--- config.mk ---
export PLATFORM = sky130hd
export DESIGN_NAME = fetch_core_top
export DESIGN_NICKNAME = d
export VERILOG_FILES = /design/src/fetch_pkg.sv /design/src/axi_read_arbiter.sv /design/src/fetch_core_top.sv /design/src/line_buffer.sv /design/src/pc_gen.sv
export SDC_FILE = /design/constraint.sdc
export NUM_CORES = 1
export LEC_CHECK = 0
export ABC_AREA = 1
export BUFFER_PORTS_ARGS = -buffer_cell sky130_fd_sc_hd__clkbuf_2
export CORE_MARGIN = 3
export CORE_UTILIZATION = 55
export DETAILED_ROUTE_END_ITERATION = 10
export PLACE_DENSITY = 0.77
export SKIP_LAST_GASP = 1
export SLEW_MARGIN = 10
export SYNTH_ARGS = -nofsm -noshare
export SYNTH_HDL_FRONTEND = slang
export SYNTH_SLANG_ARGS = --single-unit
--- constraint.sdc ---
create_clock -name aclk -period 4.2 [get_ports aclk]
set_clock_uncertainty 0.2 [all_clocks]
set_input_delay 0.84 -clock aclk [delete_from_list [all_inputs] [get_ports aclk]]
set_output_delay 0.84 -clock aclk [all_outputs]
set_load 0.01 [all_outputs]
--- src/fetch_pkg.sv ---
`default_nettype none

package fetch_pkg;

    localparam int ADDR_W        = 32;
    localparam int DATA_W        = 32;
    localparam int ID_W          = 4;
    localparam int LINE_WORDS    = 16;
    localparam int LINE_OFFSET_W = 6;
    localparam int PAIR_BYTES    = 8;

    // AXI read attributes
    localparam logic [ID_W-1:0]   INSTR_ID   = 4'd0;
    localparam logic [ID_W-1:0]   DATA_ID    = 4'd1;
    localparam logic [7:0]        LINE_LEN   = 8'd15;
    localparam logic [7:0]        WORD_LEN   = 8'd0;
    localparam logic [2:0]        BEAT_SIZE  = 3'd2;
    localparam logic [1:0]        BURST_INCR = 2'd1;
    localparam logic [ADDR_W-1:0] RESET_PC   = 32'h0000_0000;

    typedef struct packed {
        logic              wb_valid;
        logic [ADDR_W-1:0] wb_target;
        logic              ex_valid;
        logic [ADDR_W-1:0] ex_target;
        logic              dec_valid;
        logic [ADDR_W-1:0] dec_target;
    } redirect_t;

    // instr0 sits at the lower address
    typedef struct packed {
        logic              valid;
        logic [ADDR_W-1:0] pc;
        logic [DATA_W-1:0] instr0;
        logic [DATA_W-1:0] instr1;
    } fetch_pair_t;

    typedef struct packed {
        logic              valid;
        logic [ADDR_W-1:0] addr;
    } refill_req_t;

    typedef struct packed {
        logic              valid;
        logic [ADDR_W-1:0] addr;
    } dread_req_t;

    typedef struct packed {
        logic              valid;
        logic [DATA_W-1:0] data;
    } dread_resp_t;

    typedef struct packed {
        logic [ID_W-1:0]   id;
        logic [ADDR_W-1:0] addr;
        logic [7:0]        len;
        logic [2:0]        size;
        logic [1:0]        burst;
        logic [1:0]        lock;
        logic [3:0]        cache;
        logic [2:0]        prot;
        logic              valid;
    } axi_ar_t;

    typedef struct packed {
        logic [ID_W-1:0]   id;
        logic [DATA_W-1:0] data;
        logic [1:0]        resp;
        logic              last;
        logic              valid;
    } axi_r_t;

endpackage

`default_nettype wire

--- src/axi_read_arbiter.sv ---
`timescale 1ns/1ps
`default_nettype none

module axi_read_arbiter (
    input  logic                   aclk,
    input  logic                   aresetn,
    input  fetch_pkg::refill_req_t i_refill,
    input  fetch_pkg::dread_req_t  i_dreq,
    output fetch_pkg::axi_ar_t     o_ar,
    input  logic                   i_arready,
    input  fetch_pkg::axi_r_t      i_r,
    output logic                   o_rready,
    output fetch_pkg::axi_r_t      o_ibeat,
    output fetch_pkg::dread_resp_t o_dresp
);

    logic                             ar_valid_q;
    logic [fetch_pkg::ID_W-1:0]       ar_id_q;
    logic [fetch_pkg::ADDR_W-1:0]     ar_addr_q;
    logic [7:0]                       ar_len_q;
    logic                             rd_busy_q;
    logic                             dreq_pend_q;
    logic [fetch_pkg::ADDR_W-1:0]     dreq_addr_q;
    logic                             data_active;
    logic                             ar_load;
    logic                             beat_hs;

    // a data read counts as active from the pulse until its response
    assign data_active = dreq_pend_q ||
                         ((ar_valid_q || rd_busy_q) && (ar_id_q == fetch_pkg::DATA_ID));
    assign ar_load     = !ar_valid_q && !rd_busy_q && (dreq_pend_q || i_refill.valid);
    assign beat_hs     = i_r.valid && rd_busy_q;

    always_ff @(posedge aclk) begin
        if (!aresetn) begin
            ar_valid_q  <= 1'b0;
            rd_busy_q   <= 1'b0;
            dreq_pend_q <= 1'b0;
        end else begin
            if (ar_load) begin
                ar_valid_q <= 1'b1;
            end else if (ar_valid_q && i_arready) begin
                ar_valid_q <= 1'b0;
                rd_busy_q  <= 1'b1;
            end
            if (beat_hs && i_r.last) begin
                rd_busy_q <= 1'b0;
            end
            if (i_dreq.valid && !data_active) begin
                dreq_pend_q <= 1'b1;
            end else if (ar_load && dreq_pend_q) begin
                dreq_pend_q <= 1'b0;
            end
        end
    end

    // data read goes ahead of a waiting refill
    always_ff @(posedge aclk) begin
        if (i_dreq.valid && !data_active) begin
            dreq_addr_q <= i_dreq.addr;
        end
        if (ar_load) begin
            if (dreq_pend_q) begin
                ar_id_q   <= fetch_pkg::DATA_ID;
                ar_addr_q <= dreq_addr_q;
                ar_len_q  <= fetch_pkg::WORD_LEN;
            end else begin
                ar_id_q   <= fetch_pkg::INSTR_ID;
                ar_addr_q <= i_refill.addr;
                ar_len_q  <= fetch_pkg::LINE_LEN;
            end
        end
    end

    always_comb begin
        o_ar.id    = ar_id_q;
        o_ar.addr  = ar_addr_q;
        o_ar.len   = ar_len_q;
        o_ar.size  = fetch_pkg::BEAT_SIZE;
        o_ar.burst = fetch_pkg::BURST_INCR;
        o_ar.lock  = 2'b00;
        o_ar.cache = 4'b0000;
        o_ar.prot  = 3'b000;
        o_ar.valid = ar_valid_q;
    end

    assign o_rready = rd_busy_q;

    // steer beats by id
    always_comb begin
        o_ibeat       = i_r;
        o_ibeat.valid = beat_hs && (i_r.id == fetch_pkg::INSTR_ID);
    end

    assign o_dresp.valid = beat_hs && i_r.last && (i_r.id == fetch_pkg::DATA_ID);
    assign o_dresp.data  = i_r.data;

endmodule

`default_nettype wire

--- src/fetch_core_top.sv ---
`timescale 1ns/1ps
`default_nettype none

module fetch_core_top (
    input  logic                   aclk,
    input  logic                   aresetn,
    input  fetch_pkg::redirect_t   i_redirect,
    input  logic                   i_fetch_buf_full,
    input  fetch_pkg::dread_req_t  i_dreq,
    input  logic                   i_arready,
    input  fetch_pkg::axi_r_t      i_r,
    output fetch_pkg::axi_ar_t     o_ar,
    output logic                   o_rready,
    output fetch_pkg::fetch_pair_t o_fetch,
    output fetch_pkg::dread_resp_t o_dresp
);

    logic [fetch_pkg::ADDR_W-1:0] pc_q;
    logic                         advance;
    logic                         flush;
    fetch_pkg::refill_req_t       refill;
    fetch_pkg::axi_r_t            ibeat;

    // any redirect kills the pair in flight
    assign flush = i_redirect.wb_valid | i_redirect.ex_valid | i_redirect.dec_valid;

    pc_gen pc_gen_i (
        .aclk             (aclk),
        .aresetn          (aresetn),
        .i_redirect       (i_redirect),
        .i_fetch_buf_full (i_fetch_buf_full),
        .i_advance        (advance),
        .o_pc             (pc_q)
    );

    line_buffer line_buffer_i (
        .aclk             (aclk),
        .aresetn          (aresetn),
        .i_pc             (pc_q),
        .i_fetch_buf_full (i_fetch_buf_full),
        .i_flush          (flush),
        .i_beat           (ibeat),
        .o_advance        (advance),
        .o_fetch          (o_fetch),
        .o_refill         (refill)
    );

    axi_read_arbiter axi_read_arbiter_i (
        .aclk      (aclk),
        .aresetn   (aresetn),
        .i_refill  (refill),
        .i_dreq    (i_dreq),
        .o_ar      (o_ar),
        .i_arready (i_arready),
        .i_r       (i_r),
        .o_rready  (o_rready),
        .o_ibeat   (ibeat),
        .o_dresp   (o_dresp)
    );

endmodule

`default_nettype wire

--- src/line_buffer.sv ---
`timescale 1ns/1ps
`default_nettype none

module line_buffer (
    input  logic                         aclk,
    input  logic                         aresetn,
    input  logic [fetch_pkg::ADDR_W-1:0] i_pc,
    input  logic                         i_fetch_buf_full,
    input  logic                         i_flush,
    input  fetch_pkg::axi_r_t            i_beat,
    output logic                         o_advance,
    output fetch_pkg::fetch_pair_t       o_fetch,
    output fetch_pkg::refill_req_t       o_refill
);

    logic [fetch_pkg::DATA_W-1:0] line_mem [fetch_pkg::LINE_WORDS];

    logic [fetch_pkg::ADDR_W-fetch_pkg::LINE_OFFSET_W-1:0] tag_q;
    logic [fetch_pkg::ADDR_W-fetch_pkg::LINE_OFFSET_W-1:0] refill_tag_q;
    logic [fetch_pkg::ADDR_W-fetch_pkg::LINE_OFFSET_W-1:0] pc_tag;
    logic                                                  tag_valid_q;
    logic                                                  refill_q;
    logic [$clog2(fetch_pkg::LINE_WORDS)-1:0]              beat_idx_q;
    logic [$clog2(fetch_pkg::LINE_WORDS)-2:0]              pair_idx;
    logic                                                  hit;
    logic                                                  refill_start;
    logic                                                  beat_wr;

    logic                         fetch_valid_q;
    logic [fetch_pkg::ADDR_W-1:0] fetch_pc_q;
    logic [fetch_pkg::DATA_W-1:0] fetch_i0_q;
    logic [fetch_pkg::DATA_W-1:0] fetch_i1_q;

    assign pc_tag   = i_pc[fetch_pkg::ADDR_W-1:fetch_pkg::LINE_OFFSET_W];
    assign pair_idx = i_pc[fetch_pkg::LINE_OFFSET_W-1:3];
    assign hit      = tag_valid_q && (tag_q == pc_tag);

    // no point fetching a line for a pc that is being replaced
    assign refill_start = !hit && !refill_q && !i_flush;
    assign beat_wr      = refill_q && i_beat.valid && (i_beat.id == fetch_pkg::INSTR_ID);

    always_ff @(posedge aclk) begin
        if (!aresetn) begin
            tag_valid_q <= 1'b0;
            refill_q    <= 1'b0;
            beat_idx_q  <= '0;
        end else if (refill_start) begin
            tag_valid_q <= 1'b0;
            refill_q    <= 1'b1;
            beat_idx_q  <= '0;
        end else if (beat_wr) begin
            beat_idx_q <= beat_idx_q + 1'b1;
            if (i_beat.last) begin
                tag_valid_q <= 1'b1;
                refill_q    <= 1'b0;
            end
        end
    end

    always_ff @(posedge aclk) begin
        if (refill_start) begin
            refill_tag_q <= pc_tag;
        end
        if (beat_wr && i_beat.last) begin
            tag_q <= refill_tag_q;
        end
        if (beat_wr) begin
            line_mem[beat_idx_q] <= i_beat.data;
        end
    end

    // pair out, registered one cycle after the hit
    always_ff @(posedge aclk) begin
        if (!aresetn) begin
            fetch_valid_q <= 1'b0;
        end else begin
            fetch_valid_q <= hit && !i_fetch_buf_full && !i_flush;
        end
    end

    always_ff @(posedge aclk) begin
        fetch_pc_q <= i_pc;
        fetch_i0_q <= line_mem[{pair_idx, 1'b0}];
        fetch_i1_q <= line_mem[{pair_idx, 1'b1}];
    end

    assign o_advance       = hit;
    assign o_fetch.valid   = fetch_valid_q;
    assign o_fetch.pc      = fetch_pc_q;
    assign o_fetch.instr0  = fetch_i0_q;
    assign o_fetch.instr1  = fetch_i1_q;
    assign o_refill.valid  = refill_q;
    assign o_refill.addr   = {refill_tag_q, {fetch_pkg::LINE_OFFSET_W{1'b0}}};

endmodule

`default_nettype wire

--- src/pc_gen.sv ---
`timescale 1ns/1ps
`default_nettype none

module pc_gen (
    input  logic                         aclk,
    input  logic                         aresetn,
    input  fetch_pkg::redirect_t         i_redirect,
    input  logic                         i_fetch_buf_full,
    input  logic                         i_advance,
    output logic [fetch_pkg::ADDR_W-1:0] o_pc
);

    logic [fetch_pkg::ADDR_W-1:0] pc_q;
    logic [fetch_pkg::ADDR_W-1:0] pc_next;
    logic                         pc_load;

    // oldest stage has the final word on the pc
    always_comb begin
        pc_load = 1'b1;
        pc_next = pc_q + fetch_pkg::ADDR_W'(fetch_pkg::PAIR_BYTES);
        if (i_redirect.wb_valid) begin
            pc_next = i_redirect.wb_target;
        end else if (i_redirect.ex_valid) begin
            pc_next = i_redirect.ex_target;
        end else if (i_redirect.dec_valid) begin
            pc_next = i_redirect.dec_target;
        end else if (!i_advance || i_fetch_buf_full) begin
            // miss or full buffer, hold
            pc_load = 1'b0;
        end
    end

    always_ff @(posedge aclk) begin
        if (!aresetn) begin
            pc_q <= fetch_pkg::RESET_PC;
        end else if (pc_load) begin
            pc_q <= pc_next;
        end
    end

    assign o_pc = pc_q;

endmodule

`default_nettype wire

==> impl_results.md <==
* Initial antenna violation count at 4
* GR Layer Usage met2 at 43.91%
* Die outline width at 238.3 um
* Setup repair bufs after CTS at 0
* Die area at 56770 um^2
* DRT iter0 DRCs at 2187
* Flop and latch count out of synthesis at 768
* Die Span Y at 238.3 um
* Grt met3 use at 4.739%
* Crit path time final at 2.944 ns
* Initial core utilization at 56.01%
* Routability cong. at 0.9426
* Sequential fraction of the synthesis area at 73.07%
* Avg Inst Size Synth at 11.91 um^2
* Layout area overhead at 15.92%
* Detailed Routing Iterations Pass 1 at 6
* Grt total ovfl at 0
* H-tree Lvls at 3
* Crit Path Max Fanout at 17
* Post-Synthesis Cells at 2492
* Critical path endpoint category: flip-flop
* Remaining antenna violation count at 0
* Via count at 20371
* Max Buffers Root-to-Sink at 3
* Pwr dens at 480.7 nW/um^2
* Max_slew headroom at 25.48%
* # fillers at 3787
* IO Port Bufs at 342
* Worst skew pair latency at 0.62 ns
* CTS Root Cell: clkbuf_16
* DRC at 0
* Final net count at 2969
* Crit path kind: flip-flop to flip-flop
* Cell taking the most area after synthesis: edfxtp_1
* Startpoint Class: flip-flop
* Hpwl dp at 47610 um
* Vias in the first global route at 19808
* Cell area after technology mapping at 29670 um^2
* Synth Warn # at 0
* Routed vias/inst at 5.753
* Worst-margin pin slew at 1.115 ns
* Post-CTS resize count at 0
* WP data required at 4.31 ns
* Top post-synthesis cells by area: edfxtp_1, dfxtp_1, nor2_1, o21ai_0, nand2_1
* Type of the worst min-delay path: flip-flop to flip-flop
* CTS sink cnt at 768
* Worst hold margin at 0.1572 ns
* CTS clk-pin slew, worst paths at 0.07 ns
* RSZ-0062 raised after global routing: false
* Outcome: finished clean
* Global-route wire length before repair at 114800 um
* Tcrit/Tclk final at 70.10%
* CTS Buf Count at 75
* P_leak at 0.01268 uW
* Std cell rows at 84
* Largest vdd supply drop at 0.4454 mV
* Busiest grt layer: met2
* # hold bufs at CTS at 0
* WL final at 76440 um
* Drt wl/cell at 21.59 um
* Worst Path Arrival at 3.06 ns
* Max Slew Vio Count at 0
* Final setup viols at 0
* GR Layer Usage met1 at 34.16%
* Num ports at 366
* Top cell type's share of synthesized area at 63.76%
* Count of final hold-check violations at 0
* Core area at 52970 um^2
* Count of cell types in the netlist at 37
* All-Layer GR Usage at 26.46%
* Max cap viols at 0
* Pin count of the biggest net entering global routing at 150
* Final setup TNS at 0 ns
* Layout cells sized above 1 at 19.90%
* TritonCTS clock tree: yes
* Fmax at 339.7 MHz
==> cell usage in the layout, fill, tap and decap left out, types with 4 or more instances in the layout <==
master     Yosys  final
xnor2_1        8      8
inv_2          5      4
buf_12         0     12
nand2_1      322    322
clkinv_1       3      7
nand3_1       59     59
dfxtp_1      138    136
o221a_2       16     16
nor2_4         3     19
nand4_1        7      7
clkbuf_16      0     76
clkbuf_2       0    342
edfxtp_1     630    630
o21ai_0      271    271
buf_4         68     35
nor3_1         6      6
conb_1         2     21
nor2_1       543    526
o221ai_1       8      8
a31oi_1       66     66
diode_2        0      4
a22oi_1        5      5
ha_1           5      5
clkbuf_8       0      9
clkbuf_1      83     15
inv_1         72     70
clkinv_2       0     20
o22ai_1       69     69
xor2_1         5      5
or2_2          8      8
a21oi_1       37     36
==> stage by stage <==
| stage | worst slack [ns] | instances | area [um^2] | total power, uW | utilization (%) |
|---|---|---|---|---|---|
| floorplan | 0.7589 | 2511 | 29740 | 9511 | - |
| global placement | 0.7192 | 3399 | 31960 | 10090 | 60.33 |
| detailed placement | 0.7237 | 3399 | 31960 | 10130 | 60.33 |
| CTS | 1.250 | 3537 | 34380 | 16610 | 64.91 |
| global route | 1.107 | 3540 | 34390 | 17070 | 64.93 |
| finish | 1.256 | 3541 | 34390 | 16530 | 64.93 |
==> routing by layer <==
layer | up-vias | routed length, um | part of all wire [%]
li1 | 9294 | - | -
met3 | 178 | 6152 | 8.0
met2 | 1082 | 37610 | 49
met1 | 9817 | 29290 | 38
met5 | - | 0 | 0
met4 | 0 | 3397 | 4.4
==> critical path, cell delays in order, from the launching register on <==
cell	delay, ns
dfxtp_1	0.39
nand2_1	0.10
nor3_1	0.13
nand3_1	0.27
inv_1	0.29
nand2_1	0.32
nor2_4	0.59
buf_4	0.32
==> registers in the layout, indices dropped and copies added, names as in the netlist <==
signal                          flops
line_buffer_i.refill_tag_q         26
axi_read_arbiter_i.ar_addr_q       32
line_buffer_i.tag_valid_q           1
axi_read_arbiter_i.dreq_pend_q      1
pc_gen_i.o_pc                      32
axi_read_arbiter_i.dreq_addr_q     32
o_fetch                            64
line_buffer_i.fetch_pc_q           32
axi_read_arbiter_i.ar_id_q          1
line_buffer_i.refill_q              1
line_buffer_i.tag_q                26
line_buffer_i.line_mem            512
line_buffer_i.fetch_valid_q         1
line_buffer_i.beat_idx_q            4
axi_read_arbiter_i.o_rready         1
axi_read_arbiter_i.ar_len_q         1
axi_read_arbiter_i.ar_valid_q       1
==> power breakdown <==
| group | internal [uW] | leakage, uW | switching [uW] | total (uW) |
|---|---|---|---|---|
| Clock | 3720 | 0.00120 | 2830 | 6550 |
| Sequential | 8470 | 0.00685 | 146 | 8610 |
| Combinational | 440 | 0.00463 | 929 | 1370 |
| Total | 12600 | 0.0127 | 3910 | 16500 |
==> synth_stat cells <==
cell	number
edfxtp_1	630
nand3b_1	2
a21oi_1	37
a31oi_1	66
nor2_4	3
a21oi_2	1
ha_1	5
buf_4	68
clkbuf_1	83
o21ai_1	1
a22oi_1	5
a211oi_1	1
nand4_1	7
nand3_1	59
inv_1	72
nor3_1	6
buf_1	14
inv_2	5
xor2_1	5
clkinv_1	3
o21ai_0	271
xnor2_1	8
conb_1	2
nor2_2	2
o221ai_1	8
nor2_1	543
o22ai_1	69
and2_1	3
o221a_2	16
dfxtp_1	138
or2_2	8
buf_2	21
buf_6	3
nand3_4	1
nand2_1	322
nand2_4	1
o211ai_1	3
==> path summary, 6_finish.rpt <==
check	depth (start not counted)	startpoint	slack (ns)	to
max	7	axi_read_arbiter_i.o_rready	1.26	line_buffer_i.line_mem[8][30]
min	0	pc_gen_i.o_pc[1]	0.16	line_buffer_i.fetch_pc_q[1]
max reg2reg	7	axi_read_arbiter_i.o_rready	1.26	line_buffer_i.line_mem[8][30]
min reg2reg	0	pc_gen_i.o_pc[1]	0.16	line_buffer_i.fetch_pc_q[1]
==> kinds of logic (layout without fill, tap and decap cells) <==
logic type	after synthesis	count (layout)	synth area share [%]
adder cells (fa/ha/maj)	5	5	0.2108
flip-flops	768	768	73.07
AO/OA/AOI/OAI	478	478	9.159
XOR/XNOR	13	13	0.3837
other	2	25	0.02531
buffers and inverters	269	607	4.428
AND/OR/NAND/NOR	957	957	12.72
==> layout make-up <==
cell class / count / area, um^2 / area share [%]
Inverter: 80 / 310.3 / 0.9022
Timing Repair Buffer: 389 / 2215 / 6.439
Clock inverter: 38 / 346.6 / 1.008
Sequential cell: 768 / 21690 / 63.06
Clock buffer: 100 / 2082 / 6.053
Antenna cell: 4 / 10.01 / 0.02910
Tap cell: 688 / 860.8 / 2.503
Multi-Input combinational cell: 1474 / 6882 / 20.01
No activity file was read; power rests on OpenSTA's default activity.
